==> src/debug_pkg.sv <==
package debug_pkg;

	// Host bus
	typedef logic [15:0] host_addr_t;
	typedef logic [7:0] byte_t;

	// Index into the special-function window
	typedef logic [2:0] reg_offset_t;

	// Frame-buffer side
	typedef logic [19:0] fb_addr_t;
	typedef logic [15:0] fb_data_t;

	// Window placement, a 4 KB block at the base
	localparam host_addr_t DEF_SPECIAL_BASE = 16'h6000;
	localparam int WINDOW_BITS = 12;

	// Register offsets inside the window
	localparam reg_offset_t OFS_ADDR0 = 3'd0;
	localparam reg_offset_t OFS_ADDR1 = 3'd1;
	localparam reg_offset_t OFS_ADDR2 = 3'd2;
	localparam reg_offset_t OFS_DATA0 = 3'd4;
	localparam reg_offset_t OFS_DATA1 = 3'd5;
	localparam reg_offset_t OFS_CTRL = 3'd6;
	localparam reg_offset_t OFS_SCAN = 3'd7;

	// Control register bits
	localparam int CTRL_LOAD_BIT = 6;
	localparam int CTRL_BUSY_BIT = 7;

	// Bits moved per scan exchange
	localparam int SCAN_BITS = 8;

	typedef enum logic [1:0] {
		SCAN_IDLE,
		SCAN_SHIFT,
		SCAN_DONE
	} scan_state_t;

endpackage

==> src/reg_bus_if.sv <==
// Decoded register access, one cycle per hit inside the window
interface reg_bus_if;

	debug_pkg::reg_offset_t offset;
	debug_pkg::byte_t wdata;
	logic wr;
	logic rd;

	modport decoder (
		output offset,
		output wdata,
		output wr,
		output rd
	);

	modport regs (
		input offset,
		input wdata,
		input wr,
		input rd
	);

endinterface

==> src/scan_if.sv <==
// Register file to scan engine
interface scan_if;

	logic start;
	debug_pkg::byte_t tx_byte;
	logic busy;
	logic done;
	debug_pkg::byte_t rx_byte;

	modport master (
		output start,
		output tx_byte,
		input busy,
		input done,
		input rx_byte
	);

	modport engine (
		input start,
		input tx_byte,
		output busy,
		output done,
		output rx_byte
	);

endinterface

==> src/bus_decode.sv <==
module bus_decode #(
	parameter debug_pkg::host_addr_t SPECIAL_BASE = debug_pkg::DEF_SPECIAL_BASE
) (
	input logic clkDebug,
	input logic n_reset,
	input debug_pkg::host_addr_t host_addr,
	input debug_pkg::byte_t host_wdata,
	input logic host_wr,
	input logic host_rd,
	reg_bus_if.decoder bus
);

	localparam int AW = $bits(debug_pkg::host_addr_t);
	localparam int WL = debug_pkg::WINDOW_BITS;

	logic hit;

	// Only the bits above the window size take part in the match
	assign hit = host_addr[AW-1:WL] == SPECIAL_BASE[AW-1:WL];

	// Strobes are qualified by the window hit
	always_ff @(posedge clkDebug, negedge n_reset) begin
		if (!n_reset) begin
			bus.wr <= 1'b0;
			bus.rd <= 1'b0;
		end else begin
			bus.wr <= host_wr & hit;
			bus.rd <= host_rd & hit;
		end
	end

	// Offset and data are only looked at alongside a strobe
	always_ff @(posedge clkDebug) begin
		bus.offset <= debug_pkg::reg_offset_t'(host_addr);
		bus.wdata <= host_wdata;
	end

endmodule

==> src/debug_regs.sv <==
module debug_regs (
	input logic clkDebug,
	input logic n_reset,
	reg_bus_if.regs bus,
	scan_if.master scan,
	output debug_pkg::byte_t rdata,
	output logic rvalid,
	output logic fire,
	output debug_pkg::fb_addr_t cur_addr,
	output debug_pkg::fb_data_t cur_data,
	output logic load
);

	debug_pkg::byte_t addr0, addr1, addr2;
	debug_pkg::byte_t data0, data1;
	debug_pkg::byte_t ctrl;
	debug_pkg::byte_t rx_byte;
	debug_pkg::byte_t rd_mux;
	debug_pkg::fb_addr_t addr_now;
	debug_pkg::fb_addr_t addr_inc;

	// Address is 20 bits, so only the low nibble of addr2 belongs to it
	assign addr_now = {addr2[3:0], addr1, addr0};
	assign addr_inc = addr_now + 20'd1;
	assign cur_data = {data1, data0};

	always_ff @(posedge clkDebug, negedge n_reset) begin
		if (!n_reset) begin
			addr0 <= '0;
			addr1 <= '0;
			addr2 <= '0;
			data0 <= '0;
			data1 <= '0;
			ctrl <= '0;
			rx_byte <= '0;
			scan.tx_byte <= '0;
			scan.start <= 1'b0;
			fire <= 1'b0;
		end else begin
			fire <= 1'b0;
			scan.start <= 1'b0;
			if (bus.wr) begin
				case (bus.offset)
					debug_pkg::OFS_ADDR0: addr0 <= bus.wdata;
					debug_pkg::OFS_ADDR1: addr1 <= bus.wdata;
					debug_pkg::OFS_ADDR2: addr2 <= bus.wdata;
					debug_pkg::OFS_DATA0: data0 <= bus.wdata;
					debug_pkg::OFS_DATA1: begin
						// Upper data byte fires the request and steps the address
						data1 <= bus.wdata;
						fire <= 1'b1;
						{addr2[3:0], addr1, addr0} <= addr_inc;
					end
					debug_pkg::OFS_CTRL: ctrl <= bus.wdata;
					debug_pkg::OFS_SCAN: begin
						scan.tx_byte <= bus.wdata;
						scan.start <= 1'b1;
					end
					default: ;
				endcase
			end
			// Keep the received byte once the exchange has finished
			if (scan.done)
				rx_byte <= scan.rx_byte;
		end
	end

	// Snapshot of the address before the increment
	always_ff @(posedge clkDebug) begin
		if (bus.wr && bus.offset == debug_pkg::OFS_DATA1)
			cur_addr <= addr_now;
	end

	always_comb begin
		rd_mux = '0;
		case (bus.offset)
			debug_pkg::OFS_ADDR0: rd_mux = addr0;
			debug_pkg::OFS_ADDR1: rd_mux = addr1;
			debug_pkg::OFS_ADDR2: rd_mux = addr2;
			debug_pkg::OFS_DATA0: rd_mux = data0;
			debug_pkg::OFS_DATA1: rd_mux = data1;
			debug_pkg::OFS_CTRL: begin
				rd_mux = ctrl;
				rd_mux[debug_pkg::CTRL_BUSY_BIT] = scan.busy;
			end
			debug_pkg::OFS_SCAN: rd_mux = rx_byte;
			default: rd_mux = '0;
		endcase
	end

	always_ff @(posedge clkDebug, negedge n_reset) begin
		if (!n_reset) begin
			rdata <= '0;
			rvalid <= 1'b0;
			load <= 1'b0;
		end else begin
			rvalid <= bus.rd;
			if (bus.rd)
				rdata <= rd_mux;
			load <= ctrl[debug_pkg::CTRL_LOAD_BIT];
		end
	end

endmodule

==> src/fb_request.sv <==
module fb_request (
	input logic clkDebug,
	input logic n_reset,
	input logic fire,
	input debug_pkg::fb_addr_t cur_addr,
	input debug_pkg::fb_data_t cur_data,
	output debug_pkg::fb_addr_t fb_addr,
	output debug_pkg::fb_data_t fb_data,
	output logic fb_req
);

	// Output stage toward the frame buffer
	// Address and data stay put until the next request replaces them
	always_ff @(posedge clkDebug, negedge n_reset) begin
		if (!n_reset) begin
			fb_addr <= '0;
			fb_data <= '0;
		end else if (fire) begin
			fb_addr <= cur_addr;
			fb_data <= cur_data;
		end
	end

	// One-cycle request, lined up with the captured payload
	always_ff @(posedge clkDebug, negedge n_reset) begin
		if (!n_reset)
			fb_req <= 1'b0;
		else
			fb_req <= fire;
	end

endmodule

==> src/scan_chain.sv <==
module scan_chain (
	input logic clkDebug,
	input logic n_reset,
	scan_if.engine scan,
	output logic scan_shift,
	input logic scan_din,
	output logic scan_dout
);

	localparam logic [2:0] LAST_BIT = 3'(debug_pkg::SCAN_BITS - 1);

	debug_pkg::scan_state_t state;
	logic [2:0] cnt;
	debug_pkg::byte_t sr;

	always_ff @(posedge clkDebug, negedge n_reset) begin
		if (!n_reset) begin
			state <= debug_pkg::SCAN_IDLE;
			cnt <= '0;
			sr <= '0;
		end else begin
			case (state)
				debug_pkg::SCAN_SHIFT: begin
					// MSB leaves on dout, din enters at the LSB
					sr <= {sr[6:0], scan_din};
					cnt <= cnt + 3'd1;
					if (cnt == LAST_BIT)
						state <= debug_pkg::SCAN_DONE;
				end
				default: begin
					// Idle and done both accept a new start
					if (scan.start) begin
						sr <= scan.tx_byte;
						cnt <= '0;
						state <= debug_pkg::SCAN_SHIFT;
					end else begin
						state <= debug_pkg::SCAN_IDLE;
					end
				end
			endcase
		end
	end

	assign scan_shift = state == debug_pkg::SCAN_SHIFT;
	assign scan_dout = sr[7];

	assign scan.busy = state == debug_pkg::SCAN_SHIFT;
	// Done lasts the single cycle after the last shift
	assign scan.done = state == debug_pkg::SCAN_DONE;
	assign scan.rx_byte = sr;

endmodule

==> src/debug_top.sv <==
module debug_top #(
	parameter debug_pkg::host_addr_t SPECIAL_BASE = debug_pkg::DEF_SPECIAL_BASE
) (
	input logic clkDebug,
	input logic n_reset,
	// Host bus
	input debug_pkg::host_addr_t host_addr,
	input debug_pkg::byte_t host_wdata,
	input logic host_wr,
	input logic host_rd,
	output debug_pkg::byte_t host_rdata,
	output logic host_rvalid,
	// Frame-buffer requests
	output debug_pkg::fb_addr_t fb_addr,
	output debug_pkg::fb_data_t fb_data,
	output logic fb_req,
	// Debug scan chain
	output logic scan_load,
	output logic scan_shift,
	input logic scan_din,
	output logic scan_dout
);

	logic fire;
	debug_pkg::fb_addr_t cur_addr;
	debug_pkg::fb_data_t cur_data;

	reg_bus_if rbus ();
	scan_if sbus ();

	bus_decode #(
		.SPECIAL_BASE(SPECIAL_BASE)
	) u_decode (
		.clkDebug(clkDebug),
		.n_reset(n_reset),
		.host_addr(host_addr),
		.host_wdata(host_wdata),
		.host_wr(host_wr),
		.host_rd(host_rd),
		.bus(rbus.decoder)
	);

	debug_regs u_regs (
		.clkDebug(clkDebug),
		.n_reset(n_reset),
		.bus(rbus.regs),
		.scan(sbus.master),
		.rdata(host_rdata),
		.rvalid(host_rvalid),
		.fire(fire),
		.cur_addr(cur_addr),
		.cur_data(cur_data),
		.load(scan_load)
	);

	fb_request u_fb (
		.clkDebug(clkDebug),
		.n_reset(n_reset),
		.fire(fire),
		.cur_addr(cur_addr),
		.cur_data(cur_data),
		.fb_addr(fb_addr),
		.fb_data(fb_data),
		.fb_req(fb_req)
	);

	scan_chain u_scan (
		.clkDebug(clkDebug),
		.n_reset(n_reset),
		.scan(sbus.engine),
		.scan_shift(scan_shift),
		.scan_din(scan_din),
		.scan_dout(scan_dout)
	);

endmodule

==> config.mk <==
export PLATFORM = sky130hd
export DESIGN_NAME = debug_top
export DESIGN_NICKNAME = d
export VERILOG_FILES = /design/src/debug_pkg.sv /design/src/reg_bus_if.sv /design/src/scan_if.sv /design/src/bus_decode.sv /design/src/debug_regs.sv /design/src/fb_request.sv /design/src/scan_chain.sv /design/src/debug_top.sv
export SDC_FILE = /design/constraint.sdc
export NUM_CORES = 1
export LEC_CHECK = 0
export CAP_MARGIN = 10
export CORE_MARGIN = 2
export CORE_UTILIZATION = 45
export DETAILED_ROUTE_END_ITERATION = 8
export DONT_BUFFER_PORTS = 1
export PLACE_DENSITY = 0.71
export SLEW_MARGIN = 20
export SYNTH_ARGS = -nofsm -noshare
export SYNTH_HDL_FRONTEND = slang
export SYNTH_SLANG_ARGS = --single-unit
==> constraint.sdc <==
create_clock -name clkDebug -period 1.8 [get_ports clkDebug]
set_input_delay 0.18 -clock clkDebug [delete_from_list [all_inputs] [get_ports clkDebug]]
set_output_delay 0.18 -clock clkDebug [all_outputs]
set_load 0.02 [all_outputs]
==> reports/metrics.cfg <==
[status]
status = finished, violations left
violations = negative hold slack

[drt]
wl_um = 15900
vias_per_cell = 5.64
wl_per_cell_um = 19.6
drc = 0
vias = 4561
ant_nets = 0
firstDrtPassIters = 5
drt-initial-drc-count = 280

[grt]
antenna_found_initial = 0
grt_pass1_wl_um = 25800
grt_max_degree = 128
overflow = 0
grt_pass1_vias = 4699
grt_use_total_pct = 21.5

[clocking]
clk_path_buf_depth = 2
clock-sinks = 158
path_clk_slew_ps = 70
cts_hold_buf = 16
tritoncts = done
cts-root-buf = clkbuf_16
cts_buffers = 17
worstSkewPairLatency_ps = 430
htree_num_levels = 4

[yosys]
synthArstFlopShare_pct = 80.4
synthesis.nets = 578
synth_warnings = 0
synthTopCellsByArea = dfrtp_1, mux2_2, edfxtp_1
synth_top_area_share_pct = 47.9
yosysSeqAreaShare_pct = 60.3
yosys.area.top_type = dfrtp_1
syn_avg_cell_area_um2 = 12.1
synth_edf_count = 20
netlist_area_um2 = 6630
synth_ff_type = dfrtp_1
synth_cells = 546
synth_seq_cells = 158
ys_types = 58

[power_and_ir_drop]
seqPwrFrac_pct = 50.9
swShare_pct = 27.3
internal_power_mw = 6.14
powerDensity_nw_per_um2 = 1070
clockPowerShare_pct = 39.6
worst_ir_drop_vdd_uv = 681
switching_power_mw = 2.31
leakage_nw = 3.61
p_comb_share_pct = 9.6

[layout]
final_nets = 643
diodes = 0
drive_gt1_share_pct = 28.0
final_common_cell = dfrtp_1
fill_cells = 1232
utilization_pct = 54.6
mostFrequentLayoutCells = dfrtp_1, nand2_1, mux2_2
top_regs = u_fb.fb_addr: 20 flops, u_regs.cur_addr: 20 flops, u_fb.fb_data: 16 flops
layoutNonFillerInstCount = 808
final_area_um2 = 7910
syn_to_final_growth_pct = 19.2

[setup_path]
crit_top_cell = o21ai_0
cpPeakStageDelay_ps = 380
criticalPathCategory = reg2reg
required_ps = 2090
critPathCaptureType = register
startpoint_type = register
r2r_slack_ps = 80
reg2regPathDepth = 6
cp.arrival_ps = 2010
r2r-start = u_regs.addr0[0]
r2r_end = u_regs.addr1[2]
cp_max_fo = 4
critical_path.cell_chain = ha_1, nand4_1, buf_4, o31a_2, o21ai_0, o21ai_0
crit_family = compound AO/OA/AOI/OAI gates
cp_num_buf_inv = 1
crit_slowest_cell = dfrtp_1

[place]
dp_cells = 758
placed_area_um2 = 7160
gp_congestion = 0.930
hpwl_um = 11200
portBuffers = 0

[timing]
fin_crit_sh_pct = 95.3
setup_viol = 0
finalSetupTns_ps = 0
worstMarginPinSlew_ps = 494
rsz0062_at_grt = yes
final-hold-violation-count = 127
fmax_mhz = 583
relSlewSlack_pct = 67.0
hold_ws_ps = -551
final_max_slew_viol_count = 0
finClkSkew_ps = 10.9
period_needed_ps = 1720

[run]
maxCapViolCount = 0

[die]
die_x_um = 125
die-area_um2 = 15700
die_y_um = 125
start_util_pct = 45.8
rows = 44
core_area_um2 = 14500
io_pins = 78

[worst_hold_path]
min_path_type = in2async

-- worst register-to-register path, cell delays in order (launching register included) --
cell	delay [ps]
dfrtp_1	380
ha_1	170
nand4_1	200
buf_4	220
o31a_2	340
o21ai_0	130
o21ai_0	140
-- power by group through the flow --
| stage | Clock, mW | Combinational, mW | Sequential (mW) |
|---|---|---|---|
| 2_1_floorplan | 0 | 0.488 | 4.25 |
| 3_3_place_gp | 0 | 0.734 | 4.35 |
| 3_5_place_dp | 0 | 0.765 | 4.37 |
| 4_1_cts | 3.43 | 0.804 | 4.30 |
| 5_1_grt | 3.58 | 0.907 | 4.33 |
| 6_report | 3.35 | 0.807 | 4.30 |
-- how the worst max path moves through the flow --
stage                                      start              end  slack, ps  cells past startpoint
after floorplan                  u_regs.addr0[0]  u_regs.addr1[6]         50                      6
after global placement           u_regs.addr0[0]  u_regs.addr1[6]         90                      7
after detailed placement  u_decode.bus.offset[2]   u_regs.ctrl[5]         40                      4
after CTS                 u_decode.bus.offset[2]   u_regs.ctrl[6]         20                      4
after global routing             u_regs.addr0[1]  u_regs.addr1[2]        -20                      6
final                            u_regs.addr0[0]  u_regs.addr1[2]         80                      6
-- through the flow --
step	setup slack [ps]	power, mW
4_1_cts	17.8	8.53
6_report	83.8	8.45
2_1_floorplan	50.2	4.74
3_3_place_gp	89.5	5.08
3_5_place_dp	42.2	5.13
5_1_grt	-17.3	8.82
-- logic make-up after synthesis --
family | after synthesis | synth area share, %
AND/OR/NAND/NOR | 156 | 11.3
AO/OA/AOI/OAI | 98 | 9.30
buffers and inverters | 41 | 3.07
adder cells (fa/ha/maj) | 3 | 0.566
multiplexers | 90 | 15.5
flip-flops | 158 | 60.3
-- per-layer routing --
layer	routed length (um)	vias up	global-route usage, %
li1	-	2083	-
met5	0	-	0
met2	7840	171	35.5
met3	896	29	5.13
met4	493	0	9.87
met1	6630	2278	26.9
-- cell usage after synthesis (3+ instances only) --
| library cell | instances |
|---|---|
| o21a_1 | 3 |
| nand3_1 | 4 |
| o21ai_1 | 3 |
| nor3_1 | 9 |
| buf_2 | 10 |
| buf_1 | 5 |
| o21ai_0 | 25 |
| edfxtp_1 | 20 |
| o211ai_1 | 4 |
| a211oi_1 | 3 |
| clkbuf_8 | 3 |
| nor3b_1 | 4 |
| inv_1 | 10 |
| a31oi_1 | 5 |
| nor2_1 | 26 |
| nand3b_1 | 4 |
| dfxtp_1 | 11 |
| dfrtp_1 | 127 |
| a311oi_1 | 4 |
| a21oi_1 | 24 |
| a22oi_1 | 3 |
| mux2i_1 | 20 |
| nor2b_1 | 5 |
| o22a_1 | 5 |
| nand2b_1 | 3 |
| mux2_2 | 67 |
| clkbuf_1 | 11 |
| nand4_1 | 4 |
| and2_1 | 5 |
| nand2_1 | 75 |
| o22ai_1 | 8 |
| ha_1 | 3 |
-- cell type report --
type | count | area, um2 | area share (%)
Tap cell | 184 | 230 | 2.91
Inverter | 11 | 41.3 | 0.522
Clock buffer | 17 | 425 | 5.38
Sequential cell | 158 | 4000 | 50.6
Clock inverter | 15 | 123 | 1.55
Multi-Input combinational cell | 347 | 2450 | 31.0
Timing Repair Buffer | 76 | 636 | 8.04
-- timing repair --
action / 4_1_cts / 5_1_grt
resized for setup: 0 / 4
endpoints found under the setup margin: 0 / 12
buffers inserted: 0 / 2
endpoints found under the hold margin: 141 / 127
No activity file was read; power rests on OpenSTA's default activity.
